<file path="config.mk">
export PLATFORM = sky130hd
export DESIGN_NAME = mlp_regs
export DESIGN_NICKNAME = d
export VERILOG_FILES = /design/src/common/mlp_pkg.sv /design/src/logic/mlp_regs.sv
export SDC_FILE = /design/constraint.sdc
export NUM_CORES = 1
export LEC_CHECK = 0
export BUFFER_PORTS_ARGS = -buffer_cell sky130_fd_sc_hd__buf_2
export CAP_MARGIN = 20
export CORE_AREA = 2 2 109 111
export CTS_CLUSTER_SIZE = 10
export DETAILED_ROUTE_END_ITERATION = 10
export DIE_AREA = 0 0 111 113
export GPL_TIMING_DRIVEN = 1
export PLACE_DENSITY_LB_ADDON = 0.15
export SLEW_MARGIN = 20
export SYNTH_ARGS = -nofsm -noshare
export SYNTH_HDL_FRONTEND = slang
export SYNTH_SLANG_ARGS = --single-unit
</file>
<file path="constraint.sdc">
create_clock -name clock -period 3.3 [get_ports clock]
set_clock_uncertainty 0.2 [all_clocks]
set_input_delay 0.33 -clock clock [delete_from_list [all_inputs] [get_ports clock]]
set_output_delay 0.33 -clock clock [all_outputs]
set_load 0.005 [all_outputs]
</file>
<file path="src/common/mlp_pkg.sv">
package mlp_pkg;

  localparam int data_w        = 8;
  localparam int weight_w      = 16;
  localparam int acc_w         = 32;
  localparam int lut_addr_w    = 12;
  localparam int data_addr_w   = 10;
  localparam int weight_addr_w = 12;
  localparam int count_w       = 8;

  // data memory banks, the bank sits above an 8-bit index
  localparam logic [1:0] bank_input  = 2'd0;
  localparam logic [1:0] bank_hidden = 2'd1;
  localparam logic [1:0] bank_output = 2'd2;

  localparam logic [weight_addr_w-1:0] layer_hidden_base = 12'h000;
  localparam logic [weight_addr_w-1:0] layer_output_base = 12'h800;

  // idle cycles between layers so hidden results land before they are read
  localparam int drain_gap = 6;

  localparam logic [3:0] region_regs   = 4'h0;
  localparam logic [3:0] region_data   = 4'h1;
  localparam logic [3:0] region_lut    = 4'h4;
  localparam logic [3:0] region_weight = 4'h8;

  localparam logic [7:0] reg_control = 8'h04;
  localparam logic [7:0] reg_status  = 8'h08;
  localparam logic [7:0] reg_inputs  = 8'h10;
  localparam logic [7:0] reg_hidden  = 8'h14;
  localparam logic [7:0] reg_outputs = 8'h18;

  localparam int ctrl_load_bit  = 0;
  localparam int ctrl_start_bit = 1;

  typedef union packed {
    struct packed {
      logic [3:0] region;
      logic [3:0] unused;
      logic [7:0] offset;
    } regs;
    struct packed {
      logic [3:0] region;
      logic [1:0] bank;
      logic [1:0] pad;
      logic [7:0] index;
    } mem;
  } bus_addr_u;

  typedef struct packed {
    logic [count_w-1:0] num_inputs;
    logic [count_w-1:0] num_hidden;
    logic [count_w-1:0] num_outputs;
  } mlp_cfg_t;

  typedef struct packed {
    logic valid;
    logic first;
    logic last;
    logic layer;
  } elem_tag_t;

  typedef struct packed {
    logic                  valid;
    logic                  layer;
    logic [lut_addr_w-1:0] index;
  } lut_req_t;

  // sized for the widest memory, each memory takes the low bits it needs
  typedef struct packed {
    logic                     we;
    logic [weight_addr_w-1:0] addr;
    logic [weight_w-1:0]      data;
  } ram_wr_t;

endpackage

</file>
<file path="src/logic/mlp_regs.sv">
`timescale 1ns/100ps

module mlp_regs (
  input  logic                           clock,
  input  logic                           rst_n,
  input  logic [15:0]                    address,
  input  logic [31:0]                    din,
  input  logic                           write,
  input  logic                           read,
  output logic [31:0]                    dout,
  output mlp_pkg::mlp_cfg_t              cfg,
  output logic                           start,
  input  logic                           done,
  input  logic [mlp_pkg::data_w-1:0]     data_rd,
  input  logic [mlp_pkg::data_w-1:0]     lut_rd,
  input  logic [mlp_pkg::weight_w-1:0]   weight_rd,
  input  mlp_pkg::ram_wr_t               engine_wr,
  input  mlp_pkg::lut_req_t              lut_req,
  output mlp_pkg::ram_wr_t               data_wr,
  output mlp_pkg::ram_wr_t               weight_wr,
  output mlp_pkg::ram_wr_t               lut_wr,
  output logic [mlp_pkg::lut_addr_w-1:0] lut_addr
);

  mlp_pkg::bus_addr_u                 bus;
  logic [1:0]                         ctrl;
  logic                               load;
  logic                               reg_sel;
  logic                               data_sel;
  logic                               lut_sel;
  logic                               weight_sel;
  logic                               engine_owns;
  logic [mlp_pkg::data_addr_w-1:0]    bus_data_addr;
  logic [mlp_pkg::weight_addr_w-1:0]  bus_weight_addr;
  logic [mlp_pkg::lut_addr_w-1:0]     bus_lut_addr;

  assign bus   = address;
  assign load  = ctrl[mlp_pkg::ctrl_load_bit];
  assign start = ctrl[mlp_pkg::ctrl_start_bit];

  assign reg_sel    = bus.regs.region == mlp_pkg::region_regs;
  assign data_sel   = bus.mem.region == mlp_pkg::region_data;
  assign lut_sel    = bus.mem.region == mlp_pkg::region_lut;
  assign weight_sel = bus.mem.region[3:1] == mlp_pkg::region_weight[3:1];

  assign bus_data_addr   = {bus.mem.bank, bus.mem.index};
  // the low region bit picks the hidden or the output weight bank
  assign bus_weight_addr = {bus.mem.region[0], bus.mem.bank[0], bus.mem.pad, bus.mem.index};
  assign bus_lut_addr    = {bus.mem.bank, bus.mem.pad, bus.mem.index};

  always_ff @(posedge clock or negedge rst_n) begin
    if (!rst_n) begin
      ctrl <= '0;
      cfg  <= '0;
    end else if (write && reg_sel) begin
      case (bus.regs.offset)
        mlp_pkg::reg_control: ctrl <= din[1:0];
        mlp_pkg::reg_inputs:  cfg.num_inputs <= din[mlp_pkg::count_w-1:0];
        mlp_pkg::reg_hidden:  cfg.num_hidden <= din[mlp_pkg::count_w-1:0];
        mlp_pkg::reg_outputs: cfg.num_outputs <= din[mlp_pkg::count_w-1:0];
        default: ;
      endcase
    end
  end

  // an idle engine leaves port A on the bus address so results can be read
  assign engine_owns = !load && engine_wr.we;

  always_comb begin
    data_wr.we     = load ? (write && data_sel) : engine_wr.we;
    data_wr.addr   = engine_owns ? engine_wr.addr : {2'b0, bus_data_addr};
    data_wr.data   = engine_owns ? engine_wr.data : {8'b0, din[7:0]};
    weight_wr.we   = load && write && weight_sel;
    weight_wr.addr = bus_weight_addr;
    weight_wr.data = din[15:0];
    lut_wr.we      = load && write && lut_sel;
    lut_wr.addr    = bus_lut_addr;
    lut_wr.data    = {8'b0, din[7:0]};
    lut_addr       = load ? bus_lut_addr : lut_req.index;
  end

  always_comb begin
    dout = '0;
    if (read) begin
      if (reg_sel) begin
        case (bus.regs.offset)
          mlp_pkg::reg_control: dout = {30'b0, ctrl};
          mlp_pkg::reg_status:  dout = {31'b0, done};
          mlp_pkg::reg_inputs:  dout = {24'b0, cfg.num_inputs};
          mlp_pkg::reg_hidden:  dout = {24'b0, cfg.num_hidden};
          mlp_pkg::reg_outputs: dout = {24'b0, cfg.num_outputs};
          default:              dout = '0;
        endcase
      end else if (data_sel) begin
        dout = {24'b0, data_rd};
      end else if (lut_sel) begin
        dout = {24'b0, lut_rd};
      end else if (weight_sel) begin
        dout = {16'b0, weight_rd};
      end
    end
  end

endmodule

</file>
* After elaboration in Yosys (flattened, before gate mapping)
Cells that the tools add are included.
Cells by class: eq/ne operators 8, mux-type cells 10, reduce and logical (&&, ||, !) cells 12
Operators with widths (count):
- two-way mux 16 bit | 4
- two-way mux 32 bit | 2
- case mux 8 bit (5 select lines) | 1
- == test 8 x 5 -> 1 bit, second input constant | 3
- two-way mux 12 bit | 2
- == test 8 x 3 -> 1 bit, second input constant | 1
- == test 8 x 4 -> 1 bit, second input constant | 1
- AND reduction 2 bit | 4
- logical AND 1 bit | 6
- == test 4 x 1 -> 1 bit, second input constant | 1
- == test 4 x 3 -> 1 bit, second input constant | 1
- zero test 4 bit | 1
- == test 3 bit, second input constant | 1
- zero test 1 bit | 1
- two-way mux 1 bit | 1
Storage, ports and cells: bits in registers 26, output and inout bits 156, word-level logic and storage cells 34

* Logic depth before layout (Yosys ltp)
Gate-level depths: netlist of the first run.
depth in word-level cells 6, gate-level depth with buffers 6

* Worst setup path after synthesis of the first run
No wires, ideal clock.
path type input -> register, start point in address[4], end point reg cfg[13] (netlist name), data arrival time 1.779 ns, required time 2.975 ns, slack 1.196 ns, stages 6, path buffers 2, path through buf_4 -> or4b_1 -> buf_2 -> nor3_4 -> nand3_4 -> mux2_4
On the way: cells in the longest elaborated chain, start to end 2
RTL lines:
- start: declaration | RTL line mlp_regs.sv:6 | input logic [15:0] address,
- == test 8 x 5 -> 1 bit | RTL line mlp_regs.sv:56 | case (bus.regs.offset)
- AND reduction 2 bit (no source line)
- end: declaration | RTL line mlp_regs.sv:11 | output mlp_pkg::mlp_cfg_t cfg,
No other way between the ends. A chain may end at the register's enable or synchronous reset.

* Worst setup path after layout of the first run
start point in address[15], end point out dout[2]
On the way: cells in the longest elaborated chain, start to end 6, elaborated cells between the ends (all ways) 9, those cells by class eq/ne: 3; mux: 5; reduce/logical: 1
RTL lines:
- == test 3 bit | RTL line mlp_regs.sv:44 | assign weight_sel = bus.mem.region[3:1] == mlp_pkg::region_weight[3:1];
- two-way mux 16 bit | RTL line mlp_regs.sv:98 | end else if (weight_sel) begin
- two-way mux 16 bit | RTL line mlp_regs.sv:96 | end else if (lut_sel) begin
- two-way mux 16 bit | RTL line mlp_regs.sv:94 | end else if (data_sel) begin
- two-way mux 32 bit (*) | RTL line mlp_regs.sv:85 | if (reg_sel) begin
- two-way mux 32 bit (*) | RTL line mlp_regs.sv:84 | if (read) begin
- end: declaration | RTL line mlp_regs.sv:10 | output logic [31:0] dout,
Mark *: on every way between the ends. The rest lies on a longest branch, timed or not.

==> impl_metrics.toml, run 1 <==
[sta]
setup_viol = 0
worst_slew_pin_slew_ns = 0.7580
grt_setup_unrepaired = "false"
slew-limit-headroom_pct = 49.36
hold_violations = 0
slew_violations = 0
finalCritPeriodShare_pct = 73.89
period_minus_slack_ns = 2.438
max_freq_mhz = 410.1
tns_ns = 0

[grt]
grt_max_degree = 30
grt_use_total_pct = 13.48
overflow = 0
grt_antenna_before_repair = 0
grt_pass1_wl_um = 13460
grt_pass1_vias = 2380

[layout]
syn2layout_area_growth_pct = 35.14
drive_gt1_share_pct = 69.32
fin_nets = 570
antennaDiodeCount = 0
utilization_pct = 31.80

[power]
pwr_density_cell_mw_per_mm2 = 233.4
seq_power_share_pct = 38.4
pwr-share-comb_pct = 29.6
p_sw_share_pct = 26.88
p_leak_nw = 2.060
p_clk_share_pct = 32.0
irDropWorstVdd_mv = 0.1313
power_switching_uw = 224.9
internal_power_uw = 611.7

[logic_synthesis]
synth-compound-area-share_pct = 7.406
synth.most_common_cell = "buf_4"
synth_top_area_share_pct = 26.32
synth_xor_area_share_pct = 0
synthSimpleGateAreaFrac_pct = 17.74
muxShareOfSynthArea_pct = 28.02
yosysTopAreaCell = "mux2_2"
ys_top_cells_by_count = "73 x buf_4, 62 x mux2_2, 26 x dfrtp_1, 18 x and2_1, 16 x nand2b_1"
ys_warn_count = 0
synth_fa_ha_area_share_pct = 0
async_reset_ff_share_pct = 100.0
ys_types = 36
synth_top_family_by_area = "multiplexers"
synth.yosys.seq_area_share_pct = 24.53
synth_area_per_cell_um2 = 10.01
syn_inst = 265
synth_seq_cells = 26
syn_area_mm2 = 0.002653
synth_top_cells_by_area = "mux2_2 26%, dfrtp_1 25%, buf_4 21%"
synth_flop_cell = "dfrtp_1"
synth_edf_count = 0

[clocking]
cts_resized = 0
cts_setup_buffers = 0
h-tree-depth = 1
path_clk_slew_ns = 0.06
cts_tree = "yes"
clkSinkCount = 26
postCtsHoldBufs = 1
clockRootBuffer = "clkbuf_16"
cts_buffers = 3
clkLatencyLatePin_ns = 0.26
cts_max_path_buffers = 2

[critical_path]
worstSetupEndpointType = "output port"
worst_ep_arrival_time_ns = 1.91
path_class = "primary input to output port"
worstPathRequired_ns = 2.77
critPathMaxFanout = 14
rrSetupSlack_ns = 2.11
cp-start-kind = "primary input"

[detailed_routing]
dr.pass1.iters = 4
drc_errors = 0
num_vias = 2482
post_drt_wl_per_cell_um = 15.69
ant_nets = 0
routed_via_density = 4.257
totalWireLength_um = 9146
drt-initial-drc-count = 50

[floorplanning]
start_util_pct = 23.53
die_area_mm2 = 0.01254
coreArea_mm2 = 0.01127
rows = 39
dieHeight_um = 113
io_pins = 284
die_w_um = 111

[run_status]
status = "finished clean"

[worst_hold_path]
hp-class = "primary input to flop"

[placement]
portBuffers = 225
dp_hpwl_um = 7414
gp_congestion = 0.7739

[flow_run]
drv_cap = 0
layer usage:
| layer | up-vias | track usage [%] | share of wire, % |
|---|---|---|---|
| met2 | 138 | 25.24 | 51 |
| met4 | 0 | 2.083 | 0.69 |
| met5 | - | 0 | 0 |
| met3 | 6 | 2.785 | 7.3 |
| li1 | 1202 | - | - |
| met1 | 1136 | 16.21 | 41 |
path summary, 6_finish.rpt:
kind / start / endpoint / cells after the start
setup / recovery: address[15] / dout[2] / 6
hold / removal: din[5] / cfg[5] / 2
setup reg to reg: ctrl[0] / ctrl[0] / 2
hold reg to reg: cfg[8] / cfg[8] / 1
max in group asynchronous: rst_n / cfg[3] / 2
min in group asynchronous: rst_n / cfg[22] / 2
placed cells by master (no fill, tap or decap), types with 2 or more instances in the layout:
cell / count
a22oi_1: 6
a32o_1: 8
and2_1: 18
and3_1: 8
buf_2: 225
buf_4: 5
clkbuf_16: 3
conb_1: 24
dfrtp_1: 26
mux2_2: 62
mux2i_1: 3
nand2_1: 2
nand2b_1: 16
nor2_1: 2
nor3_4: 2
nor4b_2: 2
o21ai_0: 7
or4_1: 2
sequential cells by signal (all words and copies together), names as in the netlist:
register  flops
cfg          24
ctrl          2
critical path, cell delays in order:
cell	delay [ns]
buf_2	0.20
nor2b_1	0.63
nand2b_1	0.18
a32o_1	0.28
and3_1	0.16
buf_2	0.12
power groups by stage:
stage	logic [mW]	clock network, mW	registers [mW]
2_1_floorplan	0.157	0	0.327
5_1_grt	0.275	0.289	0.321
4_1_cts	0.253	0.274	0.321
6_report	0.248	0.268	0.321
3_3_place_gp	0.250	0	0.327
3_5_place_dp	0.251	0	0.327
final cells by class:
class / count / area (um2)
Inverter: 1 / 3.754
Sequential cell: 26 / 650.6
Tap cell: 143 / 178.9
Multi-Input combinational cell: 179 / 1503
Clock buffer: 3 / 75.07
Timing Repair Buffer: 231 / 1174
Fill cell: 1224 / 7687
kinds of logic after synthesis:
| kind of cell | Yosys count |
|---|---|
| buffers and inverters | 83 |
| other | 1 |
| AO/OA/AOI/OAI | 25 |
| AND/OR/NAND/NOR | 64 |
| flip-flops | 26 |
| multiplexers | 66 |
stage by stage:
step	hold slack [ns]	power, mW	instance area (um2)	cells	worst slack, ns
2_1_floorplan	-0.1656	0.4836	2739	288	1.196
3_3_place_gp	0.1770	0.5770	3500	579	0.8519
3_5_place_dp	0.1789	0.5784	3500	579	0.8512
4_1_cts	0.1708	0.8480	3585	583	0.8685
5_1_grt	0.1665	0.8848	3585	583	0.7716
6_report	0.1694	0.8366	3585	583	0.8615
Power figures use the tool's default switching activity.
==> inputs of run 2 (changes only) <==
clock period = 2.05 ns   (was 3.3 ns; I/O delays follow)
==> impl_metrics.toml, run 2 (synthesis gave the netlist of run 1 again) <==
[worst_hold_path]
hp-class = "primary input to flop"

[critical_path]
r2r-start = "ctrl[0]"
worst_ep_arrival_time_ns = 1.56
rrSetupSlack_ns = 0.86
cp-start-kind = "primary input"
worst_r2r_path_depth = 2
critPathMaxFanout = 8
worstSetupStartpoint = "address[5]"
crit_end = "dout[3]"
worstSetupEndpointType = "output port"
rr_endpoint = "ctrl[0]"
path_class = "primary input to output port"
worstPathRequired_ns = 1.64

[floorplanning]
dieHeight_um = 113
io_pins = 284
die_area_mm2 = 0.01254
coreArea_mm2 = 0.01127
rows = 39
start_util_pct = 23.53
die_w_um = 111

[sta]
hold_slack_ns = 0.03737
period_minus_slack_ns = 1.962
slew_violations = 0
hold_violations = 0
finalCritPeriodShare_pct = 95.70
grt_setup_unrepaired = "false"
worst_slew_pin_slew_ns = 0.5985
slew-limit-headroom_pct = 60.10
setup_viol = 0
max_freq_mhz = 509.7
setup_ws_ns = 0.08824

[detailed_routing]
drc_errors = 0
drt-initial-drc-count = 58
totalWireLength_um = 9178
ant_nets = 0
post_drt_wl_per_cell_um = 15.20
dr.pass1.iters = 4
num_vias = 2571
routed_via_density = 4.257

[grt]
grt_antenna_before_repair = 0
grt_max_degree = 30
overflow = 0
grt_use_total_pct = 13.64
grt_pass1_vias = 2465
grt_pass1_wl_um = 13680

[placement]
dp_cells = 598
dp_hpwl_um = 7675
post_dp_cell_area_mm2 = 0.003667
gp_congestion = 0.7432
portBuffers = 225
pre_cts_ws_ns = -0.04212

[power]
pwr_density_cell_mw_per_mm2 = 358.6
irDropWorstVdd_mv = 0.2066
p_leak_nw = 2.177

[clocking]
cts_buffers = 3
clockRootBuffer = "clkbuf_16"
clkSinkCount = 26
cts_tree = "yes"
cts_max_path_buffers = 2
path_clk_slew_ns = 0.06
clkLatencyLatePin_ns = 0.25
h-tree-depth = 1

[layout]
largest_registers = "cfg: 24 flops, ctrl: 2 flops"
final_common_cell = "buf_2"
largest_reg_flops = 24
fin_nets = 591
drive_gt1_share_pct = 72.67
finalInstanceArea_mm2 = 0.003821
syn2layout_area_growth_pct = 44.06
antennaDiodeCount = 0
top_register = "cfg"
stdcell_count = 604
layout_common_cells = "224 x buf_2, 62 x mux2_2, 26 x dfrtp_1"

[flow_run]
drv_cap = 0

[run_status]
status = "finished clean"
[run 2: worst max-delay path: stages]
cell     delay [ns]
buf_2          0.13
or4b_4         0.56
buf_4          0.19
o21ai_1        0.18
and3_1         0.18
buf_2          0.11
[run 2: cell type report]
class | instances | area, um2
sequential | 26 | 650.6
clock buffer | 3 | 75.07
fill | 1218 | 7451
inverter | 1 | 3.754
tap | 143 | 178.9
multi-input combinational | 179 | 1554
timing repair buffer | 252 | 1359
[run 2: what timing repair did]
action,CTS,global route
resized for setup,4,11
hold buffers,1,0
setup buffers,0,2
pin swaps,0,1
hold endpoints to repair,26,0
setup endpoints to repair,4,7
[run 2: worst min-delay path by stage]
stage                start       to  slack, ns  depth (start not counted)
CTS                 din[5]  cfg[13]       0.04                          2
finish              din[5]  cfg[13]       0.04                          2
detailed placement   rst_n  cfg[22]       0.05                          1
floorplan            rst_n   cfg[0]      -0.29                          0
global placement     rst_n  cfg[20]       0.05                          1
global route        din[5]  cfg[13]       0.05                          2
[run 2: per-layer routing]
layer,vias up,global-route usage (%),share of wire [%]
met3,5,2.625,7.3
met1,1191,16.19,40
met5,-,0,0
li1,1240,-,-
met2,135,25.89,52
met4,0,2.250,0.61
[run 2: per-stage QoR]
stage	power (mW)	util, %	setup TNS, ns
after CTS	1.393	33.34	0
after detailed placement	0.9569	32.53	-0.4993
final	1.370	33.90	0
after global placement	0.9537	32.53	-0.3968
after floorplan	0.7785	-	0
after global routing	1.455	33.90	0
[run 2: where the power goes]
group	internal (mW)	total (mW)	leakage (nW)	switching (mW)
Sequential	0.515	0.517	0.363	0.00166
Combinational	0.235	0.428	1.78	0.193
Clock	0.258	0.425	0.0370	0.166
Total	1.01	1.37	2.18	0.361
