===== config.mk =====
export PLATFORM = sky130hd
export DESIGN_NAME = mlp_mac
export DESIGN_NICKNAME = d
export VERILOG_FILES = /design/src/common/mlp_pkg.sv /design/src/engine/mlp_mac.sv
export SDC_FILE = /design/constraint.sdc
export NUM_CORES = 1
export LEC_CHECK = 0
export BUFFER_PORTS_ARGS = -buffer_cell sky130_fd_sc_hd__buf_2
export CAP_MARGIN = 20
export CORE_MARGIN = 3
export CORE_UTILIZATION = 45
export CTS_CLUSTER_SIZE = 24
export DETAILED_ROUTE_END_ITERATION = 10
export GPL_ROUTABILITY_DRIVEN = 1
export SLEW_MARGIN = 20
export SYNTH_ARGS = -nofsm -noshare
export SYNTH_HDL_FRONTEND = slang
export SYNTH_SLANG_ARGS = --single-unit

===== constraint.sdc =====
create_clock -name clock -period 5.6 [get_ports clock]
set_input_delay 0.84 -clock clock [delete_from_list [all_inputs] [get_ports clock]]
set_output_delay 0.84 -clock clock [all_outputs]
set_load 0.03 [all_outputs]

===== src/common/mlp_pkg.sv =====
package mlp_pkg;

  localparam int data_w        = 8;
  localparam int weight_w      = 16;
  localparam int acc_w         = 32;
  localparam int lut_addr_w    = 12;
  localparam int data_addr_w   = 10;
  localparam int weight_addr_w = 12;
  localparam int count_w       = 8;

  // data memory banks, the bank sits above an 8-bit index
  localparam logic [1:0] bank_input  = 2'd0;
  localparam logic [1:0] bank_hidden = 2'd1;
  localparam logic [1:0] bank_output = 2'd2;

  localparam logic [weight_addr_w-1:0] layer_hidden_base = 12'h000;
  localparam logic [weight_addr_w-1:0] layer_output_base = 12'h800;

  // idle cycles between layers so hidden results land before they are read
  localparam int drain_gap = 6;

  localparam logic [3:0] region_regs   = 4'h0;
  localparam logic [3:0] region_data   = 4'h1;
  localparam logic [3:0] region_lut    = 4'h4;
  localparam logic [3:0] region_weight = 4'h8;

  localparam logic [7:0] reg_control = 8'h04;
  localparam logic [7:0] reg_status  = 8'h08;
  localparam logic [7:0] reg_inputs  = 8'h10;
  localparam logic [7:0] reg_hidden  = 8'h14;
  localparam logic [7:0] reg_outputs = 8'h18;

  localparam int ctrl_load_bit  = 0;
  localparam int ctrl_start_bit = 1;

  typedef union packed {
    struct packed {
      logic [3:0] region;
      logic [3:0] unused;
      logic [7:0] offset;
    } regs;
    struct packed {
      logic [3:0] region;
      logic [1:0] bank;
      logic [1:0] pad;
      logic [7:0] index;
    } mem;
  } bus_addr_u;

  typedef struct packed {
    logic [count_w-1:0] num_inputs;
    logic [count_w-1:0] num_hidden;
    logic [count_w-1:0] num_outputs;
  } mlp_cfg_t;

  typedef struct packed {
    logic valid;
    logic first;
    logic last;
    logic layer;
  } elem_tag_t;

  typedef struct packed {
    logic                  valid;
    logic                  layer;
    logic [lut_addr_w-1:0] index;
  } lut_req_t;

  // sized for the widest memory, each memory takes the low bits it needs
  typedef struct packed {
    logic                     we;
    logic [weight_addr_w-1:0] addr;
    logic [weight_w-1:0]      data;
  } ram_wr_t;

endpackage


===== src/engine/mlp_mac.sv =====
`timescale 1ns/100ps

module mlp_mac (
  input  logic                            clock,
  input  logic                            rst_n,
  input  mlp_pkg::elem_tag_t              tag,
  input  logic [mlp_pkg::data_w-1:0]      data,
  input  logic [mlp_pkg::weight_w-1:0]    weight,
  output mlp_pkg::lut_req_t               lut_req
);

  mlp_pkg::elem_tag_t                                 tag_d1;
  mlp_pkg::elem_tag_t                                 tag_d2;
  mlp_pkg::elem_tag_t                                 tag_d3;
  logic signed [mlp_pkg::data_w+mlp_pkg::weight_w-1:0] prod;
  logic signed [mlp_pkg::acc_w-1:0]                   sum;
  logic [mlp_pkg::lut_addr_w-1:0]                     index;
  logic                                               pos_sat;
  logic                                               neg_sat;

  // the index covers an 18-bit signed range, anything outside clips
  assign pos_sat = !sum[31] && (|sum[30:17]);
  assign neg_sat = sum[31] && !(&sum[30:17]);
  assign index   = pos_sat ? 12'h7FF : (neg_sat ? 12'h800 : {sum[31], sum[16:6]});

  always_ff @(posedge clock or negedge rst_n) begin
    if (!rst_n) begin
      tag_d1  <= '0;
      tag_d2  <= '0;
      tag_d3  <= '0;
      lut_req <= '0;
    end else begin
      tag_d1        <= tag;
      tag_d2        <= tag_d1;
      tag_d3        <= tag_d2;
      lut_req.valid <= tag_d3.valid && tag_d3.last;
      lut_req.layer <= tag_d3.layer;
      lut_req.index <= index;
    end
  end

  always_ff @(posedge clock) begin
    prod <= $signed(data) * $signed(weight);
    if (tag_d2.valid) begin
      if (tag_d2.first) begin
        sum <= prod;
      end else begin
        sum <= sum + prod;
      end
    end
  end

endmodule


# [Word-level counts from Yosys, hierarchy flattened]
# Index checks and enable logic that the tools add are counted.
[op_classes] addsub=1 muxes=3 n_mul=1 reduce_logical=7
[ops] cell="32-bit by 24-bit adder with 32-bit output" count=1
[ops] cell="32-bit two-way mux" count=1
[ops] cell="8-bit by 16-bit multiplier with 24-bit output" count=1
[ops] cell="12-bit two-way mux" count=2
[ops] cell="14-bit AND reduction" count=1
[ops] cell="14-bit OR reduction" count=1
[ops] cell="1-bit logical AND" count=3
[ops] cell="1-bit zero test" count=2
[totals] out_inout_bits=14 elab_cells=28 ff_bits=81 input_bits=30

# [Longest topological paths before layout]
# Gate-level depths: netlist of the first run.
[depth] depth_word=5 depth_mapped=18 depth_no_buf=17

# [Worst setup path after synthesis of the first run]
# OpenSTA, ideal clock, no wires.
[synth_timing] path_kind="input -> register" startpoint="input data[7] in the netlist's numbering" endpoint="register prod[17] in the netlist's numbering" path_slack_ps=400 t_arrival_ps=5128 path_buffers=1 setup_ps=72 stages=17 t_required_ps=5528 cell_sequence="inv_1 > buf_1 > nor2_1 > fa_1 > fa_1 > fa_1 > inv_1 > fa_1 > inv_1 > ha_1 > o21ai_0 > a2111oi_0 > a211o_1 > a22o_1 > o21a_1 > nor2_1 > xnor2_1"
[synth_via] elab_chain_cells=1
[synth_lines] item="from (decl)" line_no="mlp_mac.sv:7" rtl="input logic [mlp_pkg::data_w-1:0] data,"
[synth_lines] item="8-bit by 16-bit multiplier with 24-bit output" line_no="mlp_mac.sv:43" rtl="prod <= $signed(data) * $signed(weight);"
[synth_lines] item="to (signal assigned)" line_no="mlp_mac.sv:43"
[synth_lines] item="to (decl)" line_no="mlp_mac.sv:15" rtl="logic signed [mlp_pkg::data_w+mlp_pkg::weight_w-1:0] prod;"
# Every way passes these cells.
# A chain may end at the register's enable or synchronous reset.

# [Final worst setup path of the first run]
[layout_timing] startpoint="input data[7] in the netlist's numbering" endpoint="register prod[21] in the netlist's numbering"
# The elaborated chain is that of the path after synthesis.

==> results of run 1 <==
state kept, by name (all words and copies together) (netlist names):
signal and cells:
sum 32, tag_d2 4, tag_d1 4, prod 24, lut_req 14, tag_d3 3
worst max-delay path: cells and delay by family:
kind            cells  cell delay [ns]
compound gates      6             1.29
xor+xnor            1             0.13
fa+ha+maj           5             2.43
buf+inv             4             0.41
simple gates        1             0.11
how the worst max path moves through the flow:
stage / start / to / depth (start not counted)
floorplan: data[7] / prod[17]$_DFF_P_ / 17
detailed placement: data[7] / prod[17]$_DFF_P_ / 17
finish: data[7] / prod[21]$_DFF_P_ / 17
CTS: data[7] / prod[17]$_DFF_P_ / 17
global route: data[7] / prod[21]$_DFF_P_ / 18
global placement: data[7] / prod[17]$_DFF_P_ / 17
layer usage:
layer	track usage [%]	up-vias	wire, um
met5	0	-	0
met3	1.912	11	575
met2	27.45	111	7525
met1	27.24	2936	9688
li1	-	3172	-
met4	3.293	0	163
through the flow:
step | setup WS [ns] | total power [mW] | instance area [um^2] | util, %
2_1_floorplan | 0.4003 | 4.506 | 8907 | -
3_5_place_dp | 0.2692 | 5.343 | 9376 | 49.14
3_3_place_gp | 0.2861 | 5.316 | 9376 | 49.14
5_1_grt | 0.3595 | 6.569 | 9656 | 50.60
4_1_cts | 0.6212 | 5.941 | 9656 | 50.60
6_report | 0.6403 | 5.901 | 9656 | 50.60
area by class of cell:
class                   instances  area share, %
well taps                     260          3.369
inverters                     141          5.481
clock inverters                 6         0.5183
flip-flops and latches         81          21.41
clock buffers                  10          2.371
repair buffers                 46          2.462
multi-input cells             694          64.39
where the power goes:
group	internal, mW	total [mW]	leakage [nW]	switching [mW]
logic	1.79	4.21	3.48	2.42
registers	0.962	1.14	0.818	0.175
clock network	0.307	0.555	0.136	0.248
cells by family (layout without fill, tap and decap cells):
| family | count (synthesis) | in the layout | synth area share (%) |
|---|---|---|---|
| AO/OA/AOI/OAI | 202 | 202 | 15.63 |
| XOR/XNOR | 49 | 49 | 4.818 |
| adder cells (fa/ha/maj) | 180 | 180 | 34.05 |
| buffers and inverters | 165 | 203 | 7.080 |
| flip-flops | 81 | 81 | 23.21 |
| multiplexers | 4 | 4 | 0.4636 |
| AND/OR/NAND/NOR | 259 | 259 | 14.75 |
layout by cell type (no fill, tap or decap), types with 3 or more instances in the layout:
cell         n
buf_2       43
fa_1       104
o21ai_1      5
nor4_1       4
nand3_1      5
inv_1      141
dfrtp_1     25
nand2_1     81
dfxtp_1     24
clkbuf_16    9
and3_1       6
nor2b_1      3
xnor2_1     36
ha_1        76
o211a_1      3
o21a_1      23
o21bai_1     8
a21oi_1     50
a21o_1       6
mux2i_1      3
buf_4        3
nor3_1       3
o22ai_1      4
a21oi_2      4
a31oi_1      3
nand2b_1     5
xor2_1      13
and2_1      95
edfxtp_1    32
o211ai_1     4
inv_6        3
nand4_1      8
nor2_1      42
o21ai_0     51
==> flow_metrics.env, run 1 <==
export IMPL_status="completed"
export IMPL_final_nets=1183
export IMPL_antenna_found_initial=0
export IMPL_whs_endpoint="tag_d2[3]$_DFF_PN0_"
export IMPL_clk_pin_slew_ns=0.06
export IMPL_finalHoldViolCount=0
export IMPL_place_inst=1222
export IMPL_dp_hpwl_um=14540
export IMPL_seq_area_mm2=0.002067
export IMPL_maxCapViolations=0
export IMPL_grt_pass1_wl_um=31820
export IMPL_clockBufferDepth=2
export IMPL_numCtsBuffers=9
export IMPL_boundaryPins=44
export IMPL_yosysUniqueCellTypes=75
export IMPL_synth_cells=940
export IMPL_powerDensity_mw_per_mm2=611.2
export IMPL_syn_area_mm2=0.008907
export IMPL_grt_overflow_total=0
export IMPL_timing_final_max_slew_violations=0
export IMPL_syn_to_final_growth_pct=8.400
export IMPL_tightest_slew_ns=0.9516
export IMPL_required_ns=5.87
export IMPL_yosys_area_top_type="fa_1"
export IMPL_min_from="tag_d1[3]$_DFF_PN0_"
export IMPL_nFillCells=1790
export IMPL_synth_edf_count=32
export IMPL_reg2reg_to="sum[31]$_DFFE_PP_"
export IMPL_drtIter0Drc=355
export IMPL_cts_tree="yes"
export IMPL_worstPathCellList="buf_2 -> inv_1 -> nor2_1 -> fa_1 -> fa_1 -> fa_1 -> inv_1 -> fa_1 -> inv_1 -> ha_1 -> o21ai_0 -> a2111oi_0 -> a211o_1 -> a21oi_1 -> o21bai_1 -> a21oi_1 -> xnor2_1"
export IMPL_layout_drive_gt1_share_pct=8.998
export IMPL_post_cts_buffers=0
export IMPL_yosysWarnings=0
export IMPL_cts_resized=0
export IMPL_cp_common_cell="fa_1"
export IMPL_numPortBuffers=43
export IMPL_die_w_um=146.7
export IMPL_finalSetupTns_ns=0
export IMPL_cpMaxStageDelayCell="fa_1"
export IMPL_irDropWorstVdd_mv=0.2652
export IMPL_multi_input_area_mm2=0.006217
export IMPL_htree_levels=3
export IMPL_min_period_over_period_pct=88.57
export IMPL_die_y_um=146.7
export IMPL_rrSetupSlack_ns=2.81
export IMPL_criticalPathCategory="input port to register"
export IMPL_synth_top_area_share_pct=23.37
export IMPL_yosysMostFrequentCell="inv_1"
export IMPL_max_freq_ghz=0.2016
export IMPL_first_pass_iters=5
export IMPL_start_util_pct=46.68
export IMPL_via_per_inst=5.032
export IMPL_worstRegToRegCells=8
export IMPL_vias=6230
export IMPL_rsz0062_at_grt="no"
export IMPL_finalSetupViolCount=0
export IMPL_grt_max_degree=62
export IMPL_core_area_mm2=0.01908
export IMPL_cp_slowest_stage_delay_ns=0.55
export IMPL_synth_yosys_seq_area_share_pct=23.21
export IMPL_synthTopCellsByArea="fa_1, edfxtp_1, ha_1"
export IMPL_p_leak_nw=4.432
export IMPL_drtAntennaViolNets=0
export IMPL_relSlewSlack_pct=35.72
export IMPL_ys_flop_type="edfxtp_1"
export IMPL_ys_async_sr_fraction_pct=30.86
export IMPL_r2r_start="sum[12]$_DFFE_PP_"
export IMPL_finalWorstPathRequiredPeriod_ns=4.960
export IMPL_finClkSkew_ns=0.008026
export IMPL_min_path_cells=0
export IMPL_whs_ns=0.3476
export IMPL_clkSinkCount=81
export IMPL_clk_latency_ns=0.34
export IMPL_cp_max_fo=6
export IMPL_num_rows=50
export IMPL_grt_pass1_vias=6379
export IMPL_start_kind="input port"
export IMPL_gp_congestion=0.8948
export IMPL_drt_wl_total_um=17950
export IMPL_netlist_top_cells_count="inv_1, fa_1, and2_1"
export IMPL_hold_class="register to register"
export IMPL_diodes=0
export IMPL_avgSynthCellArea_um2=9.476
export IMPL_grt_usage_pct=17.74
export IMPL_final_cells=1238
export IMPL_dieArea_mm2=0.02152
export IMPL_drc_errors=0
export IMPL_synth_fp_nets=1150
export IMPL_wire_per_inst_um=14.50
export IMPL_root_buffer="clkbuf_16"
export IMPL_cp_data_arrival_time_ns=5.23
export IMPL_hold_buffers=0
export IMPL_yosys_register_bits=81
export IMPL_critPathCaptureType="register"
Power figures use the tool's default switching activity.
==> inputs of run 2 (changes only) <==
Settings changed: SETUP_SLACK_MARGIN from default to 0.05.
Clock period 5.6 ns to 4.54 ns, I/O delays scaled along.
==> run 2 against run 1 <==
Largest cell class unchanged. Combinational power rose by 48%. Total power is 41% higher. Design area rose by 9.6%. Core utilization grew 4.8 points.
==> flow_metrics.env, run 2 (same netlist as run 1, synthesis figures left out) <==
export IMPL_grt_pass1_wl_um=32290
export IMPL_syn_to_final_growth_pct=18.78
export IMPL_p_sw_mw=3.805
export IMPL_via_per_inst=4.995
export IMPL_pwr_share_comb_pct=74.5
export IMPL_maxCapViolations=0
export IMPL_worstRegToRegCells=8
export IMPL_final_cell_mix="inv_1, fa_1, and2_1"
export IMPL_place_inst=1297
export IMPL_internal_power_mw=4.529
export IMPL_grt_overflow_total=0
export IMPL_place_area_mm2=0.01008
export IMPL_min_period_over_period_pct=98.82
export IMPL_clk_pin_slew_ns=0.06
export IMPL_largest_register="sum"
export IMPL_reg2reg_to="sum[31]$_DFFE_PP_"
export IMPL_finalWorstPathRequiredPeriod_ns=4.486
export IMPL_hold_class="input port to asynchronous set/reset pin"
export IMPL_clockBufferDepth=2
export IMPL_finalHoldViolCount=0
export IMPL_die_w_um=146.7
export IMPL_final_cells=1321
export IMPL_die_y_um=146.7
export IMPL_antenna_found_initial=0
export IMPL_drtIter0Drc=328
export IMPL_switching_share_pct=45.66
export IMPL_relSlewSlack_pct=39.05
export IMPL_cts_tree="yes"
export IMPL_rrSetupSlack_ns=1.75
export IMPL_start_kind="input port"
export IMPL_core_area_mm2=0.01908
export IMPL_drc_errors=0
export IMPL_timing_final_max_slew_violations=0
export IMPL_htree_levels=3
export IMPL_cp_data_arrival_time_ns=4.74
export IMPL_vias=6598
export IMPL_cp_max_fo=5
export IMPL_clkPwrFrac_pct=8.7
export IMPL_drt_wl_total_um=18600
export IMPL_root_buffer="clkbuf_16"
export IMPL_layout_drive_gt1_share_pct=19.51
export IMPL_finClkSkew_ns=0.009813
export IMPL_finalSetupTns_ns=0
export IMPL_critPathCaptureType="register"
export IMPL_wire_per_inst_um=14.08
export IMPL_numPortBuffers=43
export IMPL_power_frac_seq_pct=16.8
export IMPL_powerDensity_mw_per_mm2=787.7
export IMPL_rsz0062_at_grt="yes"
export IMPL_clk_latency_ns=0.34
export IMPL_r2r_start="sum[12]$_DFFE_PP_"
export IMPL_drtAntennaViolNets=0
export IMPL_largest_reg_flops=32
export IMPL_hold_buffers=0
export IMPL_gp_congestion=0.8661
export IMPL_irDropWorstVdd_mv=0.3056
export IMPL_grt_max_degree=62
export IMPL_dieArea_mm2=0.02152
export IMPL_grt_usage_pct=18.09
export IMPL_dp_hpwl_um=15300
export IMPL_stdcell_area_mm2=0.01058
export IMPL_finalSetupViolCount=0
export IMPL_criticalPathCategory="input port to register"
export IMPL_p_leak_nw=4.880
export IMPL_final_nets=1266
export IMPL_grt_pass1_vias=6805
export IMPL_start_util_pct=46.68
export IMPL_top_regs="sum x32, prod x24, lut_req x14"
export IMPL_final_common_cell="inv_1"
export IMPL_numCtsBuffers=9
export IMPL_boundaryPins=44
export IMPL_diodes=0
export IMPL_required_ns=4.79
export IMPL_num_rows=50
export IMPL_tightest_slew_ns=0.9024
export IMPL_max_freq_ghz=0.2229
export IMPL_post_route_util_pct=55.45
export IMPL_status="completed"
export IMPL_clkSinkCount=81
export IMPL_first_pass_iters=4
-- run 2: power by group through the flow --
stage | Sequential [mW] | Clock (mW) | Combinational [mW]
2_1_floorplan | 1.44 | 0 | 4.39
3_3_place_gp | 1.40 | 0 | 5.88
3_5_place_dp | 1.41 | 0 | 5.94
4_1_cts | 1.40 | 0.751 | 6.09
5_1_grt | 1.44 | 0.778 | 7.00
6_report | 1.40 | 0.725 | 6.21
-- run 2: what timing repair did --
action,in CTS,in global routing
pin swaps,22,20
resized for setup,16,18
endpoints found under the hold margin,0,0
buffers inserted,3,6
endpoints found under the setup margin,4,9
gates cloned,0,0
-- run 2: metal layers --
layer  vias up  track usage, %  part of all wire, %
met4         0           5.456                  1.6
met1      3118           26.54                   51
met3        20           1.758                  3.8
met5         -               0                    0
li1       3343               -                    -
met2       117           28.55                   44
-- run 2: final cells by class --
type                       count  area [um^2]
fill                        1727         8501
multi-input combinational    694         6454
sequential                    81         2067
timing repair buffer         129        900.9
inverter                     141        533.0
tap                          260        325.3
clock buffer                   9        225.2
clock inverter                 7        75.07
-- run 2: worst max path at each step --
stage	from	end	cells past startpoint
floorplan	data[7]	prod[17]$_DFF_P_	17
global placement	weight[0]	prod[17]$_DFF_P_	17
detailed placement	weight[0]	prod[17]$_DFF_P_	17
CTS	data[5]	prod[17]$_DFF_P_	17
global route	data[7]	prod[22]$_DFF_P_	19
finish	data[7]	prod[17]$_DFF_P_	19
-- run 2: critical path, cell delays in order --
cell and delay, ns:
buf_8 0.09, clkinvlp_4 0.14, buf_6 0.17, buf_6 0.11, fa_1 0.49, fa_1 0.52
inv_1 0.05, fa_1 0.47, inv_1 0.05, fa_1 0.49, inv_2 0.05, ha_4 0.23
o21ai_4 0.06, o211ai_1 0.12, a211o_1 0.37, a22o_1 0.23, o21a_1 0.16, nor2_1 0.12
xnor2_1 0.14
-- run 2: metrics by stage --
stage               setup slack (ns)  power (mW)  hold WS [ns]
detailed placement           -0.3860       7.343        0.3371
finish                       0.05359       8.334        0.3073
CTS                          0.05211       8.239        0.3096
global placement             -0.3249       7.283        0.3338
floorplan                    0.03984       5.836        0.3312
global route                 -0.1039       9.218        0.3403
==> inputs of run 3 (changes only) <==
Settings changed: CORE_UTILIZATION 45 to 55, PLACE_DENSITY from default to 0.76.
==> run 3 against run 2 <==
Fmax increased by 1.7%. Non-clock buffer count decreased by 4. Sequential share of layout area increased by 0.062 points. Wire length increased by 1.6%. Clock skew decreased by 0.0054 ns. First-iteration DRC count increased by 5.2%. Core utilization increased by 12 points. Count of clock-buffer cells in the layout unchanged. Total power increased by 0.94%. Critical path depth decreased by 2.
==> flow_metrics.env, run 3 (same netlist as run 1, synthesis figures left out) <==
export IMPL_numPortBuffers=43
export IMPL_layout_drive_gt1_share_pct=20.06
export IMPL_numCtsBuffers=9
export IMPL_grt_usage_pct=21.29
export IMPL_top_regs="sum x32, prod x24, lut_req x14"
export IMPL_reg2reg_to="sum[31]$_DFFE_PP_"
export IMPL_criticalPathCategory="input port to register"
export IMPL_largest_register="sum"
export IMPL_p_sw_mw=3.879
export IMPL_post_route_util_pct=67.87
export IMPL_relSlewSlack_pct=36.22
export IMPL_grt_overflow_total=0
export IMPL_power_frac_seq_pct=16.7
export IMPL_finalSetupViolCount=0
export IMPL_vias=6801
export IMPL_boundaryPins=44
export IMPL_crit_start="data[4]"
export IMPL_tightest_slew_ns=0.9443
export IMPL_rrSetupSlack_ns=1.76
export IMPL_grt_pass1_wl_um=31310
export IMPL_clk_pin_slew_ns=0.06
export IMPL_die_w_um=133.3
export IMPL_wire_per_inst_um=14.91
export IMPL_grt_pass1_vias=6649
export IMPL_irDropWorstVdd_mv=0.3800
export IMPL_drc_errors=0
export IMPL_timing_final_max_slew_violations=0
export IMPL_final_nets=1262
export IMPL_internal_power_mw=4.534
export IMPL_drtAntennaViolNets=0
export IMPL_diodes=0
export IMPL_critPathCaptureType="register"
export IMPL_grt_max_degree=62
export IMPL_core_area_mm2=0.01554
export IMPL_r2r_start="sum[12]$_DFFE_PP_"
export IMPL_via_per_inst=5.364
export IMPL_clkPwrFrac_pct=8.9
export IMPL_finalWorstPathRequiredPeriod_ns=4.411
export IMPL_start_kind="input port"
export IMPL_pwr_share_comb_pct=74.4
export IMPL_final_cell_mix="inv_1, fa_1, and2_1"
export IMPL_cts_tree="yes"
export IMPL_maxCapViolations=0
export IMPL_syn_to_final_growth_pct=18.40
export IMPL_drt_wl_total_um=18900
export IMPL_required_ns=4.81
export IMPL_cp_max_fo=10
export IMPL_rsz0062_at_grt="yes"
export IMPL_status="completed"
export IMPL_clkSinkCount=81
export IMPL_finClkSkew_ns=0.004429
export IMPL_worstRegToRegCells=8
export IMPL_largest_reg_flops=32
export IMPL_clk_latency_ns=0.34
export IMPL_finalHoldViolCount=0
export IMPL_max_freq_ghz=0.2267
export IMPL_htree_levels=3
export IMPL_gp_congestion=0.9105
export IMPL_dieArea_mm2=0.01776
export IMPL_drtIter0Drc=345
export IMPL_powerDensity_mw_per_mm2=797.7
export IMPL_cp_data_arrival_time_ns=4.68
export IMPL_start_util_pct=57.32
export IMPL_total_power_mw=8.412
export IMPL_die_y_um=133.3
export IMPL_hold_buffers=0
export IMPL_switching_share_pct=46.11
export IMPL_antenna_found_initial=0
export IMPL_final_common_cell="inv_1"
export IMPL_clockBufferDepth=2
export IMPL_hold_class="input port to asynchronous set/reset pin"
export IMPL_p_leak_nw=4.867
export IMPL_dp_hpwl_um=14840
export IMPL_whs_ns=0.3018
export IMPL_first_pass_iters=5
export IMPL_num_rows=45
export IMPL_root_buffer="clkbuf_16"
export IMPL_min_period_over_period_pct=97.15
## run 3: cell count changes in the layout (fill, tap and decap cells not counted), moves of 2 or more
cell / before / now
a21oi_2: 5 / 8
fa_1: 104 / 102
buf_6: 6 / 2
ha_4: 7 / 9
fa_2: 0 / 2
inv_2: 8 / 5
ha_1: 69 / 67
nor2_1: 34 / 30
buf_2: 39 / 35
clkbuf_4: 1 / 4
nor2_4: 4 / 6
nor2_2: 4 / 6
inv_1: 132 / 134
a21oi_1: 48 / 46
## run 3: worst max-delay path: stages
cell,delay [ns]
clkbuf_4,0.16
buf_4,0.14
and2_1,0.15
fa_1,0.50
fa_1,0.44
fa_1,0.54
inv_1,0.05
fa_1,0.53
inv_1,0.06
ha_4,0.22
o21ai_4,0.15
nor2_1,0.07
a211o_1,0.35
a22o_1,0.23
o21a_1,0.19
nor2_2,0.09
xnor2_1,0.11
## run 3: worst max path at each step
stage	to	slack, ns	cells after the start
floorplan	prod[17]$_DFF_P_	0.04	17
CTS	prod[22]$_DFF_P_	0.06	17
global route	prod[17]$_DFF_P_	-0.02	17
detailed placement	prod[17]$_DFF_P_	-0.36	17
finish	prod[17]$_DFF_P_	0.13	17
global placement	prod[21]$_DFF_P_	-0.27	17
## run 3: timing repair
item | 4_1_cts | 5_1_grt
setup endpoints to repair | 2 | 9
resized for setup | 2 | 45
gates cloned | 0 | 0
buffers inserted | 0 | 5
pin swaps | 7 | 33
## run 3: area by class of cell
class,count,area (um^2)
clock buffers,9,225.2
clock inverters,7,85.08
fillers,1221,4994
inverters,141,535.5
multi-input cells,694,6491
flip-flops and latches,81,2067
well taps,211,264.0
repair buffers,125,878.3
## run 3: power groups by stage
stage / clock network, mW / registers [mW] / logic, mW
after floorplan: 0 / 1.44 / 4.39
after global placement: 0 / 1.39 / 5.77
after detailed placement: 0 / 1.40 / 5.90
after CTS: 0.760 / 1.39 / 5.97
after global routing: 0.790 / 1.43 / 7.00
final: 0.748 / 1.40 / 6.26
## run 3: per-layer routing
metal / up-vias / track usage [%] / share of wire, %
met3: 27 / 2.681 / 4.6
met5: - / 0 / 0
li1: 3328 / - / -
met1: 3265 / 31.00 / 47
met2: 181 / 33.83 / 47
met4: 0 / 5.943 / 1.7
## run 3: per-stage QoR
step	setup WS (ns)	instance area [um^2]	instances	setup TNS, ns
after CTS	0.06392	10320	1263	0
after global placement	-0.2657	10010	1247	-1.710
after detailed placement	-0.3553	10010	1247	-2.252
after global routing	-0.02417	10550	1268	-0.02417
after floorplan	0.03984	9095	940	0
final	0.1293	10550	1268	0
